--- config.mk ---
export PLATFORM = sky130hd
export DESIGN_NAME = fe_top
export DESIGN_NICKNAME = d
export VERILOG_FILES = /design/src/hw/fe_pkg.sv /design/src/hw/fe_apb_regs.sv /design/src/hw/fe_loader.sv /design/src/hw/fe_decoder.sv /design/src/hw/fe_renamer.sv /design/src/hw/fe_top.sv
export VERILOG_INCLUDE_DIRS = /design/src /design/src/hw
export SDC_FILE = /design/constraint.sdc
export NUM_CORES = 2
export LEC_CHECK = 0
export BUFFER_PORTS_ARGS = -buffer_cell sky130_fd_sc_hd__buf_4
export CORE_AREA = 8 8 651 653
export DETAILED_ROUTE_END_ITERATION = 8
export DIE_AREA = 0 0 659 661
export PLACE_DENSITY = 0.44
export SYNTH_ARGS = -nofsm -noshare
export SYNTH_HDL_FRONTEND = slang
export SYNTH_HIERARCHICAL = 1
export SYNTH_SLANG_ARGS = --single-unit
--- constraint.sdc ---
create_clock -name clk -period 4.4 [get_ports clk]
set_input_delay 0.44 -clock clk [delete_from_list [all_inputs] [get_ports clk]]
set_output_delay 0.44 -clock clk [all_outputs]
set_load 0.1 [all_outputs]
--- src/hw/fe_settings.svh ---
`ifndef FE_SETTINGS_SVH
`define FE_SETTINGS_SVH

// instructions fetched, decoded and issued together.
`define FE_LANES 2

// architectural register index, 16 registers.
`define FE_AREG_W 4

// physical tag, 32 tags.
`define FE_TAG_W 5

// instruction store size in words and its address width.
`define FE_IMEM_DEPTH 64
`define FE_PC_W 6

// immediate field of an instruction word.
`define FE_IMM_W 16

`endif

--- src/hw/fe_pkg.sv ---
package fe_pkg;

  // opcode field, bits 31..28 of an instruction word.
  // codes not listed here decode as nop.
  typedef enum logic [3:0] {
    OP_NOP   = 4'h0,
    OP_ADD   = 4'h1,
    OP_SUB   = 4'h2,
    OP_AND   = 4'h3,
    OP_OR    = 4'h4,
    OP_LOADI = 4'h5
  } fe_op_e;

  // loader FSM.
  typedef enum logic [1:0] {
    LD_IDLE,
    LD_RUN,
    LD_DONE
  } fe_load_state_e;

  // APB register map, byte addresses.
  // the instruction store starts at REG_IMEM_BASE, one word every 4 bytes.
  typedef enum logic [11:0] {
    REG_CTRL      = 12'h000,
    REG_LEN       = 12'h004,
    REG_STATUS    = 12'h008,
    REG_IMEM_BASE = 12'h100
  } fe_reg_addr_e;

endpackage

--- src/hw/fe_apb_regs.sv ---
`timescale 1ns/1ps
`include "fe_settings.svh"

module fe_apb_regs (
  input  logic                clk,
  input  logic                arst_n,
  input  logic                psel,
  input  logic                penable,
  input  logic                pwrite,
  input  logic [11:0]         paddr,
  input  logic [31:0]         pwdata,
  output logic [31:0]         prdata,
  output logic                pready,
  output logic                pslverr,
  output logic                start,
  output logic [`FE_PC_W:0]   len,
  input  logic [`FE_PC_W-1:0] rd_addr [`FE_LANES],
  output logic [31:0]         rd_word [`FE_LANES],
  input  logic                busy,
  input  logic                done
);
  import fe_pkg::*;

  logic [31:0]         imem [`FE_IMEM_DEPTH];
  logic                access;
  logic                wr_en;
  logic                hit_ctrl;
  logic                hit_len;
  logic                hit_status;
  logic                hit_imem;
  logic                unmapped;
  logic [`FE_PC_W-1:0] imem_idx;

  // no wait states, every access phase completes.
  assign pready = 1'b1;

  assign access     = psel && penable;
  assign wr_en      = access && pwrite;
  assign hit_ctrl   = (paddr == REG_CTRL);
  assign hit_len    = (paddr == REG_LEN);
  assign hit_status = (paddr == REG_STATUS);
  // word aligned addresses inside the store window.
  assign hit_imem   = ((paddr & 12'hf03) == REG_IMEM_BASE);
  assign unmapped   = !(hit_ctrl || hit_len || hit_status || hit_imem);
  assign imem_idx   = paddr[2 +: `FE_PC_W];

  assign pslverr = access && (unmapped ||
                              (pwrite && hit_status) ||
                              (pwrite && hit_imem && busy));

  // start is a one cycle pulse, the CTRL bit clears itself.
  always_ff @(posedge clk or negedge arst_n) begin
    if (!arst_n) begin
      start <= 1'b0;
      len   <= '0;
    end else begin
      start <= wr_en && hit_ctrl && pwdata[0];
      if (wr_en && hit_len) begin
        len <= pwdata[`FE_PC_W:0];
      end
    end
  end

  // program writes are refused while the loader runs.
  always_ff @(posedge clk) begin
    if (wr_en && hit_imem && !busy) begin
      imem[imem_idx] <= pwdata;
    end
  end

  always_comb begin
    prdata = '0;
    if (access && !pwrite) begin
      if (hit_ctrl) begin
        prdata = {31'b0, start};
      end else if (hit_len) begin
        prdata = 32'(len);
      end else if (hit_status) begin
        prdata = {30'b0, done, busy};
      end else if (hit_imem) begin
        prdata = imem[imem_idx];
      end
    end
  end

  // loader read ports, one word per lane.
  always_comb begin
    for (int l = 0; l < `FE_LANES; l++) begin
      rd_word[l] = imem[rd_addr[l]];
    end
  end

  // an access phase always follows a setup phase.
  a_apb_setup: assert property (@(posedge clk) disable iff (!arst_n)
    penable |-> psel && $past(psel && !penable));

endmodule

--- src/hw/fe_loader.sv ---
`timescale 1ns/1ps
`include "fe_settings.svh"

module fe_loader (
  input  logic                 clk,
  input  logic                 arst_n,
  input  logic                 start,
  input  logic [`FE_PC_W:0]    len,
  input  logic                 stall,
  input  logic                 issued_last,
  output logic [`FE_PC_W-1:0]  rd_addr [`FE_LANES],
  input  logic [31:0]          rd_word [`FE_LANES],
  output logic [`FE_LANES-1:0] fetch_valid,
  output logic [31:0]          fetch_word [`FE_LANES],
  output logic                 busy,
  output logic                 done
);
  import fe_pkg::*;

  localparam logic [`FE_PC_W:0] pc_step = `FE_LANES;

  fe_load_state_e   state;
  // one bit wider than the store address so the pc can reach len = 64.
  logic [`FE_PC_W:0] pc;
  logic [`FE_PC_W:0] lane_pc [`FE_LANES];

  // a lane past the end of the program stays invalid.
  always_comb begin
    for (int l = 0; l < `FE_LANES; l++) begin
      lane_pc[l]     = pc + (`FE_PC_W+1)'(l);
      rd_addr[l]     = lane_pc[l][`FE_PC_W-1:0];
      fetch_valid[l] = (state == LD_RUN) && (lane_pc[l] < len);
      fetch_word[l]  = rd_word[l];
    end
  end

  always_ff @(posedge clk or negedge arst_n) begin
    if (!arst_n) begin
      state <= LD_IDLE;
      pc    <= '0;
    end else begin
      case (state)
        LD_IDLE, LD_DONE: begin
          if (start) begin
            state <= LD_RUN;
            pc    <= '0;
          end
        end
        LD_RUN: begin
          if (fetch_valid[0] && !stall) begin
            pc <= pc + pc_step;
          end
          // everything fetched and the final pair has left the issue port.
          if (!fetch_valid[0] && issued_last) begin
            state <= LD_DONE;
          end
        end
        default: state <= LD_IDLE;
      endcase
    end
  end

  assign busy = (state == LD_RUN);
  assign done = (state == LD_DONE);

  a_lane_order: assert property (@(posedge clk) disable iff (!arst_n)
    fetch_valid[1] |-> fetch_valid[0]);

endmodule

--- src/hw/fe_decoder.sv ---
`timescale 1ns/1ps
`include "fe_settings.svh"

module fe_decoder (
  input  logic                  clk,
  input  logic                  arst_n,
  input  logic                  stall,
  input  logic                  fetch_valid,
  input  logic [31:0]           fetch_word,
  output logic                  dec_valid,
  output fe_pkg::fe_op_e        op,
  output logic [`FE_AREG_W-1:0] rd,
  output logic [`FE_AREG_W-1:0] rs1,
  output logic [`FE_AREG_W-1:0] rs2,
  output logic [`FE_IMM_W-1:0]  imm,
  output logic                  dst_valid
);
  import fe_pkg::*;

  fe_op_e                op_d;
  logic                  writes_rd;
  logic [`FE_AREG_W-1:0] rs1_d;
  logic [`FE_AREG_W-1:0] rs2_d;

  always_comb begin
    case (fetch_word[31:28])
      OP_ADD, OP_SUB, OP_AND, OP_OR, OP_LOADI: begin
        op_d = fe_op_e'(fetch_word[31:28]);
      end
      default: op_d = OP_NOP;
    endcase

    // every operation except nop writes rd.
    writes_rd = (op_d != OP_NOP);

    rs1_d = fetch_word[20 +: `FE_AREG_W];
    rs2_d = fetch_word[16 +: `FE_AREG_W];
    // loadi and nop read no registers.
    if (op_d == OP_LOADI || op_d == OP_NOP) begin
      rs1_d = '0;
      rs2_d = '0;
    end
  end

  always_ff @(posedge clk or negedge arst_n) begin
    if (!arst_n) begin
      dec_valid <= 1'b0;
      dst_valid <= 1'b0;
    end else if (!stall) begin
      dec_valid <= fetch_valid;
      dst_valid <= fetch_valid && writes_rd;
    end
  end

  always_ff @(posedge clk) begin
    if (!stall) begin
      op  <= op_d;
      rd  <= fetch_word[24 +: `FE_AREG_W];
      rs1 <= rs1_d;
      rs2 <= rs2_d;
      imm <= fetch_word[`FE_IMM_W-1:0];
    end
  end

endmodule

--- src/hw/fe_renamer.sv ---
`timescale 1ns/1ps
`include "fe_settings.svh"

module fe_renamer (
  input  logic                  clk,
  input  logic                  arst_n,
  input  logic [`FE_LANES-1:0]  dec_valid,
  input  fe_pkg::fe_op_e        op [`FE_LANES],
  input  logic [`FE_AREG_W-1:0] rd [`FE_LANES],
  input  logic [`FE_AREG_W-1:0] rs1 [`FE_LANES],
  input  logic [`FE_AREG_W-1:0] rs2 [`FE_LANES],
  input  logic [`FE_IMM_W-1:0]  imm [`FE_LANES],
  input  logic [`FE_LANES-1:0]  dst_valid,
  output logic                  stall,
  output logic [`FE_LANES-1:0]  issue_valid,
  output fe_pkg::fe_op_e        issue_op [`FE_LANES],
  output logic [`FE_LANES-1:0]  issue_dst_valid,
  output logic [`FE_TAG_W-1:0]  issue_dst_tag [`FE_LANES],
  output logic [`FE_TAG_W-1:0]  issue_src1_tag [`FE_LANES],
  output logic [`FE_TAG_W-1:0]  issue_src2_tag [`FE_LANES],
  output logic [`FE_IMM_W-1:0]  issue_imm [`FE_LANES],
  output logic                  issued_last,
  input  logic                  issue_ready
);
  import fe_pkg::*;

  localparam int areg_num = 1 << `FE_AREG_W;

  // rename table, architectural register to physical tag.
  logic [`FE_TAG_W-1:0] rat [areg_num];
  logic [`FE_TAG_W-1:0] next_tag;
  logic [`FE_TAG_W-1:0] tag_run;
  logic [`FE_TAG_W-1:0] new_tag [`FE_LANES];
  logic [`FE_TAG_W-1:0] src1_tag [`FE_LANES];
  logic [`FE_TAG_W-1:0] src2_tag [`FE_LANES];
  logic [`FE_LANES-1:0] allocs;
  logic                 transfer;

  assign transfer = |issue_valid && issue_ready;
  assign stall    = |issue_valid && !issue_ready;
  // the decoder stage runs empty only behind the final pair of a program.
  assign issued_last = transfer && !dec_valid[0];

  // consecutive tags, lane 0 first.
  always_comb begin
    tag_run = next_tag;
    for (int l = 0; l < `FE_LANES; l++) begin
      allocs[l]  = dec_valid[l] && dst_valid[l];
      new_tag[l] = tag_run;
      if (allocs[l]) begin
        tag_run = tag_run + 1'b1;
      end
    end
  end

  // older lanes of the same pair override the table.
  always_comb begin
    for (int l = 0; l < `FE_LANES; l++) begin
      src1_tag[l] = rat[rs1[l]];
      src2_tag[l] = rat[rs2[l]];
      for (int k = 0; k < l; k++) begin
        if (allocs[k] && rd[k] == rs1[l]) begin
          src1_tag[l] = new_tag[k];
        end
        if (allocs[k] && rd[k] == rs2[l]) begin
          src2_tag[l] = new_tag[k];
        end
      end
    end
  end

  // later lanes write last and win on a shared rd.
  always_ff @(posedge clk or negedge arst_n) begin
    if (!arst_n) begin
      for (int r = 0; r < areg_num; r++) begin
        rat[r] <= `FE_TAG_W'(r);
      end
      next_tag <= `FE_TAG_W'(areg_num);
    end else if (!stall) begin
      for (int l = 0; l < `FE_LANES; l++) begin
        if (allocs[l]) begin
          rat[rd[l]] <= new_tag[l];
        end
      end
      next_tag <= tag_run;
    end
  end

  always_ff @(posedge clk or negedge arst_n) begin
    if (!arst_n) begin
      issue_valid     <= '0;
      issue_dst_valid <= '0;
    end else if (!stall) begin
      issue_valid     <= dec_valid;
      issue_dst_valid <= allocs;
    end
  end

  always_ff @(posedge clk) begin
    if (!stall) begin
      for (int l = 0; l < `FE_LANES; l++) begin
        issue_op[l]       <= op[l];
        issue_dst_tag[l]  <= new_tag[l];
        issue_src1_tag[l] <= src1_tag[l];
        issue_src2_tag[l] <= src2_tag[l];
        issue_imm[l]      <= imm[l];
      end
    end
  end

  // a waiting pair keeps its payload.
  generate
    for (genvar l = 0; l < `FE_LANES; l++) begin : gen_hold
      a_issue_hold: assert property (@(posedge clk) disable iff (!arst_n)
        (issue_valid[l] && !issue_ready) |=>
          issue_valid[l] && $stable(issue_op[l]) && $stable(issue_dst_tag[l]) &&
          $stable(issue_src1_tag[l]) && $stable(issue_src2_tag[l]) &&
          $stable(issue_imm[l]));
    end
  endgenerate

endmodule

--- src/hw/fe_top.sv ---
`timescale 1ns/1ps
`include "fe_settings.svh"

module fe_top (
  input  logic                 clk,
  input  logic                 arst_n,
  input  logic                 psel,
  input  logic                 penable,
  input  logic                 pwrite,
  input  logic [11:0]          paddr,
  input  logic [31:0]          pwdata,
  output logic [31:0]          prdata,
  output logic                 pready,
  output logic                 pslverr,
  output logic [`FE_LANES-1:0] issue_valid,
  output fe_pkg::fe_op_e       issue_op [`FE_LANES],
  output logic [`FE_LANES-1:0] issue_dst_valid,
  output logic [`FE_TAG_W-1:0] issue_dst_tag [`FE_LANES],
  output logic [`FE_TAG_W-1:0] issue_src1_tag [`FE_LANES],
  output logic [`FE_TAG_W-1:0] issue_src2_tag [`FE_LANES],
  output logic [`FE_IMM_W-1:0] issue_imm [`FE_LANES],
  input  logic                 issue_ready
);
  import fe_pkg::*;

  logic                  start;
  logic [`FE_PC_W:0]     len;
  logic                  busy;
  logic                  done;
  logic                  stall;
  logic                  issued_last;
  logic [`FE_PC_W-1:0]   rd_addr [`FE_LANES];
  logic [31:0]           rd_word [`FE_LANES];
  logic [`FE_LANES-1:0]  fetch_valid;
  logic [31:0]           fetch_word [`FE_LANES];
  logic [`FE_LANES-1:0]  dec_valid;
  logic [`FE_LANES-1:0]  dec_dst_valid;
  fe_op_e                dec_op [`FE_LANES];
  logic [`FE_AREG_W-1:0] dec_rd [`FE_LANES];
  logic [`FE_AREG_W-1:0] dec_rs1 [`FE_LANES];
  logic [`FE_AREG_W-1:0] dec_rs2 [`FE_LANES];
  logic [`FE_IMM_W-1:0]  dec_imm [`FE_LANES];

  fe_apb_regs apb_regs_i (
    .clk     (clk),
    .arst_n  (arst_n),
    .psel    (psel),
    .penable (penable),
    .pwrite  (pwrite),
    .paddr   (paddr),
    .pwdata  (pwdata),
    .prdata  (prdata),
    .pready  (pready),
    .pslverr (pslverr),
    .start   (start),
    .len     (len),
    .rd_addr (rd_addr),
    .rd_word (rd_word),
    .busy    (busy),
    .done    (done)
  );

  fe_loader loader_i (
    .clk         (clk),
    .arst_n      (arst_n),
    .start       (start),
    .len         (len),
    .stall       (stall),
    .issued_last (issued_last),
    .rd_addr     (rd_addr),
    .rd_word     (rd_word),
    .fetch_valid (fetch_valid),
    .fetch_word  (fetch_word),
    .busy        (busy),
    .done        (done)
  );

  // one decoder per lane.
  generate
    for (genvar l = 0; l < `FE_LANES; l++) begin : gen_dec
      fe_decoder decoder_i (
        .clk         (clk),
        .arst_n      (arst_n),
        .stall       (stall),
        .fetch_valid (fetch_valid[l]),
        .fetch_word  (fetch_word[l]),
        .dec_valid   (dec_valid[l]),
        .op          (dec_op[l]),
        .rd          (dec_rd[l]),
        .rs1         (dec_rs1[l]),
        .rs2         (dec_rs2[l]),
        .imm         (dec_imm[l]),
        .dst_valid   (dec_dst_valid[l])
      );
    end
  endgenerate

  fe_renamer renamer_i (
    .clk             (clk),
    .arst_n          (arst_n),
    .dec_valid       (dec_valid),
    .op              (dec_op),
    .rd              (dec_rd),
    .rs1             (dec_rs1),
    .rs2             (dec_rs2),
    .imm             (dec_imm),
    .dst_valid       (dec_dst_valid),
    .stall           (stall),
    .issue_valid     (issue_valid),
    .issue_op        (issue_op),
    .issue_dst_valid (issue_dst_valid),
    .issue_dst_tag   (issue_dst_tag),
    .issue_src1_tag  (issue_src1_tag),
    .issue_src2_tag  (issue_src2_tag),
    .issue_imm       (issue_imm),
    .issued_last     (issued_last),
    .issue_ready     (issue_ready)
  );

endmodule

==> out/qor.log <==
qor: logic_synthesis.synth_compound_area_share 3.176%
qor: logic_synthesis.synthXorXnorAreaFrac 0.1540%
qor: status.failed_checks max-slew violations
qor: cells_and_area.post_route_cells_drive_above_1_share 44.90%
qor: logic_synthesis.ys.warnings.count 6
qor: cells_and_area.stdcell_area 0.1431 mm²
qor: floorplan.pin_count 158
qor: logic_synthesis.primary_ff_master_synth sky130_fd_sc_hd__edfxtp_1
qor: setup_path.critical_path_class in2out
qor: setup_path.timing.critical_path.fanout_max 33
qor: route.detailedRoute.firstIterationViolations 10611
qor: floorplan.fp.dieH 661 µm
qor: logic_synthesis.yosys.cell_types.count 78
qor: route.firstDrtPassIters 6
qor: sta.clock.fmax 228.2 MHz
qor: setup_path.worst-endpoint-required 3.96 ns
qor: power.cellPowerDensity 403.6 mW/mm²
qor: global_route.grt_pass1_vias 75510
qor: clocking.clock_transition_time_at_the_flip_flop_clock_pins_of_the_worst_setup_and_hold_paths 0.06 ns
qor: floorplan.die_width 659 µm
qor: logic_synthesis.ys_async_sr_fraction 4.758%
qor: power.fin_total_pwr 57.74 mW
qor: floorplan.fp.dieArea 0.4356 mm²
qor: logic_synthesis.synthMuxAreaShare 36.17%
qor: logic_synthesis.yosysMostFrequentCell sky130_fd_sc_hd__edfxtp_1
qor: job.max_cap_viol_count 0
qor: clocking.clk_path_buf_depth 4
qor: sta.hold_viol 0
qor: logic_synthesis.yosysTopAreaCellShare 53.06%
qor: setup_path.timing.critical_path.from_type primary input
qor: place.placement_cell_area 0.1340 mm²
qor: logic_synthesis.synth-seq-cells 2291
qor: power.power.leakage 45.71 nW
qor: logic_synthesis.post_synth_instance_area 0.1235 mm²
qor: global_route.grt_overflow 0
qor: route.viasPerCell 6.173
qor: sta.final_period_minus_worst_setup_slack 4.383 ns
qor: clocking.insertion_delay_of_the_later_clocked_pin_in_the_worst_skew_pair 0.95 ns
qor: sta.timing.final.max_slew_violations 700
qor: sta.setup_violations 0
qor: logic_synthesis.post_synthesis_sequential_area_ratio 55.30%
qor: sta.tightest_pin_transition 3.360 ns
qor: hold_path.min-delay-path-class in2reg
qor: cells_and_area.area_growth_syn_to_layout 15.85%
qor: logic_synthesis.netlist_top_cells_area sky130_fd_sc_hd__edfxtp_1, sky130_fd_sc_hd__mux4_2, sky130_fd_sc_hd__mux2i_1
qor: clocking.cts.sinks 2291
qor: place.dpl.hpwl 333.4 mm
qor: floorplan.placeableCoreArea 0.4143 mm²
qor: floorplan.std_cell_rows 237
qor: cells_and_area.utilization 34.53%
qor: logic_synthesis.synth.top_cells.by_count sky130_fd_sc_hd__edfxtp_1, sky130_fd_sc_hd__mux4_2, sky130_fd_sc_hd__mux2i_1
qor: sta.timing.clock.skew 0.05855 ns
qor: logic_synthesis.synth_top_cell_by_area sky130_fd_sc_hd__edfxtp_1
qor: logic_synthesis.synthesis.instances 6287
qor: sta.grt_setup_unrepaired false
qor: route.wl_cell 42.86 µm
qor: global_route.grt_max_degree 513
qor: place.last_weighted_congestion_value_of_the_routability_driven_placer 0.8556
qor: logic_synthesis.synth-adder-area-share 0.1317%
qor: clocking.cts_made_buffers 279
qor: setup_path.end_kind primary output
qor: clocking.clock_tree_from_tritoncts built
qor: global_route.gr-usage-all-layers 23.66%
qor: clocking.clock-root-buffer sky130_fd_sc_hd__clkbuf_16
qor: logic_synthesis.synth_top_family_by_area multiplexers
qor: sta.worst_case_headroom_to_the_max_slew_limit -124.0%
qor: route.finalWirelength 527.1 mm
qor: logic_synthesis.mappedNetlistNets 6350
qor: cells_and_area.number_of_standard_cells_in_the_layout_taps_in_and_fillers_out 12296
qor: floorplan.floorplan.initialDensity 29.81%
qor: clocking.cts-htree-levels 5
qor: logic_synthesis.syn_avg_cell_area 19.64 µm²
qor: logic_synthesis.post_synth_and_or_nand_nor_area_fraction 2.276%
qor: place.placed_cells 11766
qor: global_route.grt_first_pass_wirelength 706.0 mm
qor: logic_synthesis.synth-edff-count 2182
qor: status.outcome complete, but fails checks
qor: setup_path.critPathArrivalTime 3.94 ns
qor: route.remaining_drc_errors 0
qor: global_route.grt_antenna_before_repair 65
qor: route.route.antenna.remaining_nets 0
qor: place.port-buffer-count 156
qor: route.via_count 75900
qor: sta.final.period_utilization 99.61%
qor: power.power.ir.vdd_worst 399.8 µV
qor: cells_and_area.finish.net_count 6625
## cell usage in the layout, fill, tap and decap left out, types with 11 or more instances in the layout
cell type	Yosys	layout
sky130_fd_sc_hd__nand3_1	40	37
sky130_fd_sc_hd__o22ai_1	190	190
sky130_fd_sc_hd__clkinv_1	0	63
sky130_fd_sc_hd__edfxtp_1	2182	2182
sky130_fd_sc_hd__nor2b_1	64	60
sky130_fd_sc_hd__o21ai_0	19	19
sky130_fd_sc_hd__a31oi_1	13	11
sky130_fd_sc_hd__clkbuf_1	226	48
sky130_fd_sc_hd__a21oi_1	132	130
sky130_fd_sc_hd__dfstp_2	33	33
sky130_fd_sc_hd__inv_1	20	17
sky130_fd_sc_hd__dlygate4sd3_1	0	12
sky130_fd_sc_hd__clkinv_2	1	45
sky130_fd_sc_hd__clkbuf_16	0	286
sky130_fd_sc_hd__mux4_1	18	18
sky130_fd_sc_hd__buf_4	118	503
sky130_fd_sc_hd__a22oi_1	97	97
sky130_fd_sc_hd__nor2_1	210	142
sky130_fd_sc_hd__bufinv_16	0	26
sky130_fd_sc_hd__dfrtp_1	76	71
sky130_fd_sc_hd__mux2i_1	236	236
sky130_fd_sc_hd__a211oi_1	54	53
sky130_fd_sc_hd__nor2_4	0	66
sky130_fd_sc_hd__mux4_2	1846	1846
sky130_fd_sc_hd__o22a_1	28	28
sky130_fd_sc_hd__nand2b_1	13	13
sky130_fd_sc_hd__ha_1	13	13
sky130_fd_sc_hd__o21ai_1	14	12
sky130_fd_sc_hd__nand2_1	130	126
sky130_fd_sc_hd__nor3_1	20	18
sky130_fd_sc_hd__diode_2	0	28
sky130_fd_sc_hd__buf_12	2	125
sky130_fd_sc_hd__inv_6	0	11
sky130_fd_sc_hd__mux2_2	22	22
sky130_fd_sc_hd__nor4b_1	16	16
## stage by stage
step	setup WS (ns)	hold slack [ns]	setup TNS, ns
final	0.01735	0.07306	0
after global routing	0.002630	0.07185	0
after CTS	0.04731	0.004473	0
after floorplan	0.03035	0.1444	0
after global placement	-0.3611	0.4080	-1.236
after detailed placement	-0.3849	0.4045	-1.255
## worst paths after layout
| kind | start | end | slack (ns) | depth (start not counted) |
|---|---|---|---|---|
| min in group asynchronous | arst_n | loader_i/pc[3] | 0.59 | 3 |
| worst min-delay path | pwdata[11] | apb_regs_i/imem[44][11] | 0.07 | 1 |
| worst max-delay path | paddr[2] | prdata[27] | 0.02 | 11 |
| worst min register to register | gen_dec[1].decoder_i/imm[8] | renamer_i/issue_imm[8] | 0.42 | 0 |
| max in group asynchronous | arst_n | renamer_i/issue_valid[1] | 2.71 | 4 |
| worst max register to register | loader_i/pc[2] | gen_dec[0].decoder_i/rs2[1] | 0.17 | 7 |
## sequential cells by signal, summed over array words and instances (netlist names)
register,count
apb_regs_i/len,7
gen_dec.decoder_i/dst_valid,2
renamer_i/issue_imm,32
gen_dec.decoder_i/dec_valid,2
renamer_i/rat,80
gen_dec.decoder_i/rs1,8
renamer_i/issue_dst_valid,2
loader_i/pc,6
gen_dec.decoder_i/imm,32
renamer_i/issue_dst_tag,10
renamer_i/issue_src2_tag,10
loader_i/state,2
renamer_i/next_tag,5
renamer_i/issue_op,8
apb_regs_i/imem,2048
apb_regs_i/start,1
gen_dec.decoder_i/rd,8
gen_dec.decoder_i/op,8
renamer_i/issue_src1_tag,10
gen_dec.decoder_i/rs2,8
renamer_i/issue_valid,2
## worst max-delay path: stages
cell and delay [ns]:
sky130_fd_sc_hd__buf_8 0.36, sky130_fd_sc_hd__buf_12 0.28, sky130_fd_sc_hd__buf_12 0.20, sky130_fd_sc_hd__mux4_2 0.54, sky130_fd_sc_hd__mux4_2 0.53, sky130_fd_sc_hd__mux2i_1 0.20
sky130_fd_sc_hd__nor2_1 0.07, sky130_fd_sc_hd__nor3_1 0.58, sky130_fd_sc_hd__buf_4 0.26, sky130_fd_sc_hd__nor2_1 0.06, sky130_fd_sc_hd__buf_4 0.25
## cell type report
type                            instances  area, µm²
Antenna cell                           28      70.07
Fill cell                           38543     271200
Clock inverter                        156       1489
Timing Repair Buffer                  643       6444
Sequential cell                      2291      68310
Multi-Input combinational cell       3324      52450
Inverter                               23      88.84
Clock buffer                          334       7337
Tap cell                             5497       6878
## power by group
| group | internal (mW) | leakage (nW) | total [mW] | switching [mW] |
|---|---|---|---|---|
| registers | 24.3 | 21.1 | 24.8 | 0.478 |
| logic | 3.87 | 20.3 | 9.77 | 5.90 |
| clock network | 13.4 | 4.33 | 23.2 | 9.75 |
## layer usage
metal,wire [µm],GRT usage [%],part of all wire (%)
met1,213900,32.58,41
met2,241200,36.95,46
met3,48130,4.934,9.1
met4,23620,8.872,4.5
met5,167,0,0.032
## cell families after synthesis
logic type      Yosys count
fa+ha+maj                13
other cells               5
mux                    2122
simple gates            567
buf+inv                 672
compound gates          600
flops                  2291
xor+xnor                 17
## repair_timing
item,4_1_cts,5_1_grt
gates resized for setup,11,0
endpoints found under the hold margin,171,0
endpoints found under the setup margin,9,0
buffers inserted,0,0
hold buffers,12,0
Power figures use the tool's default switching activity.
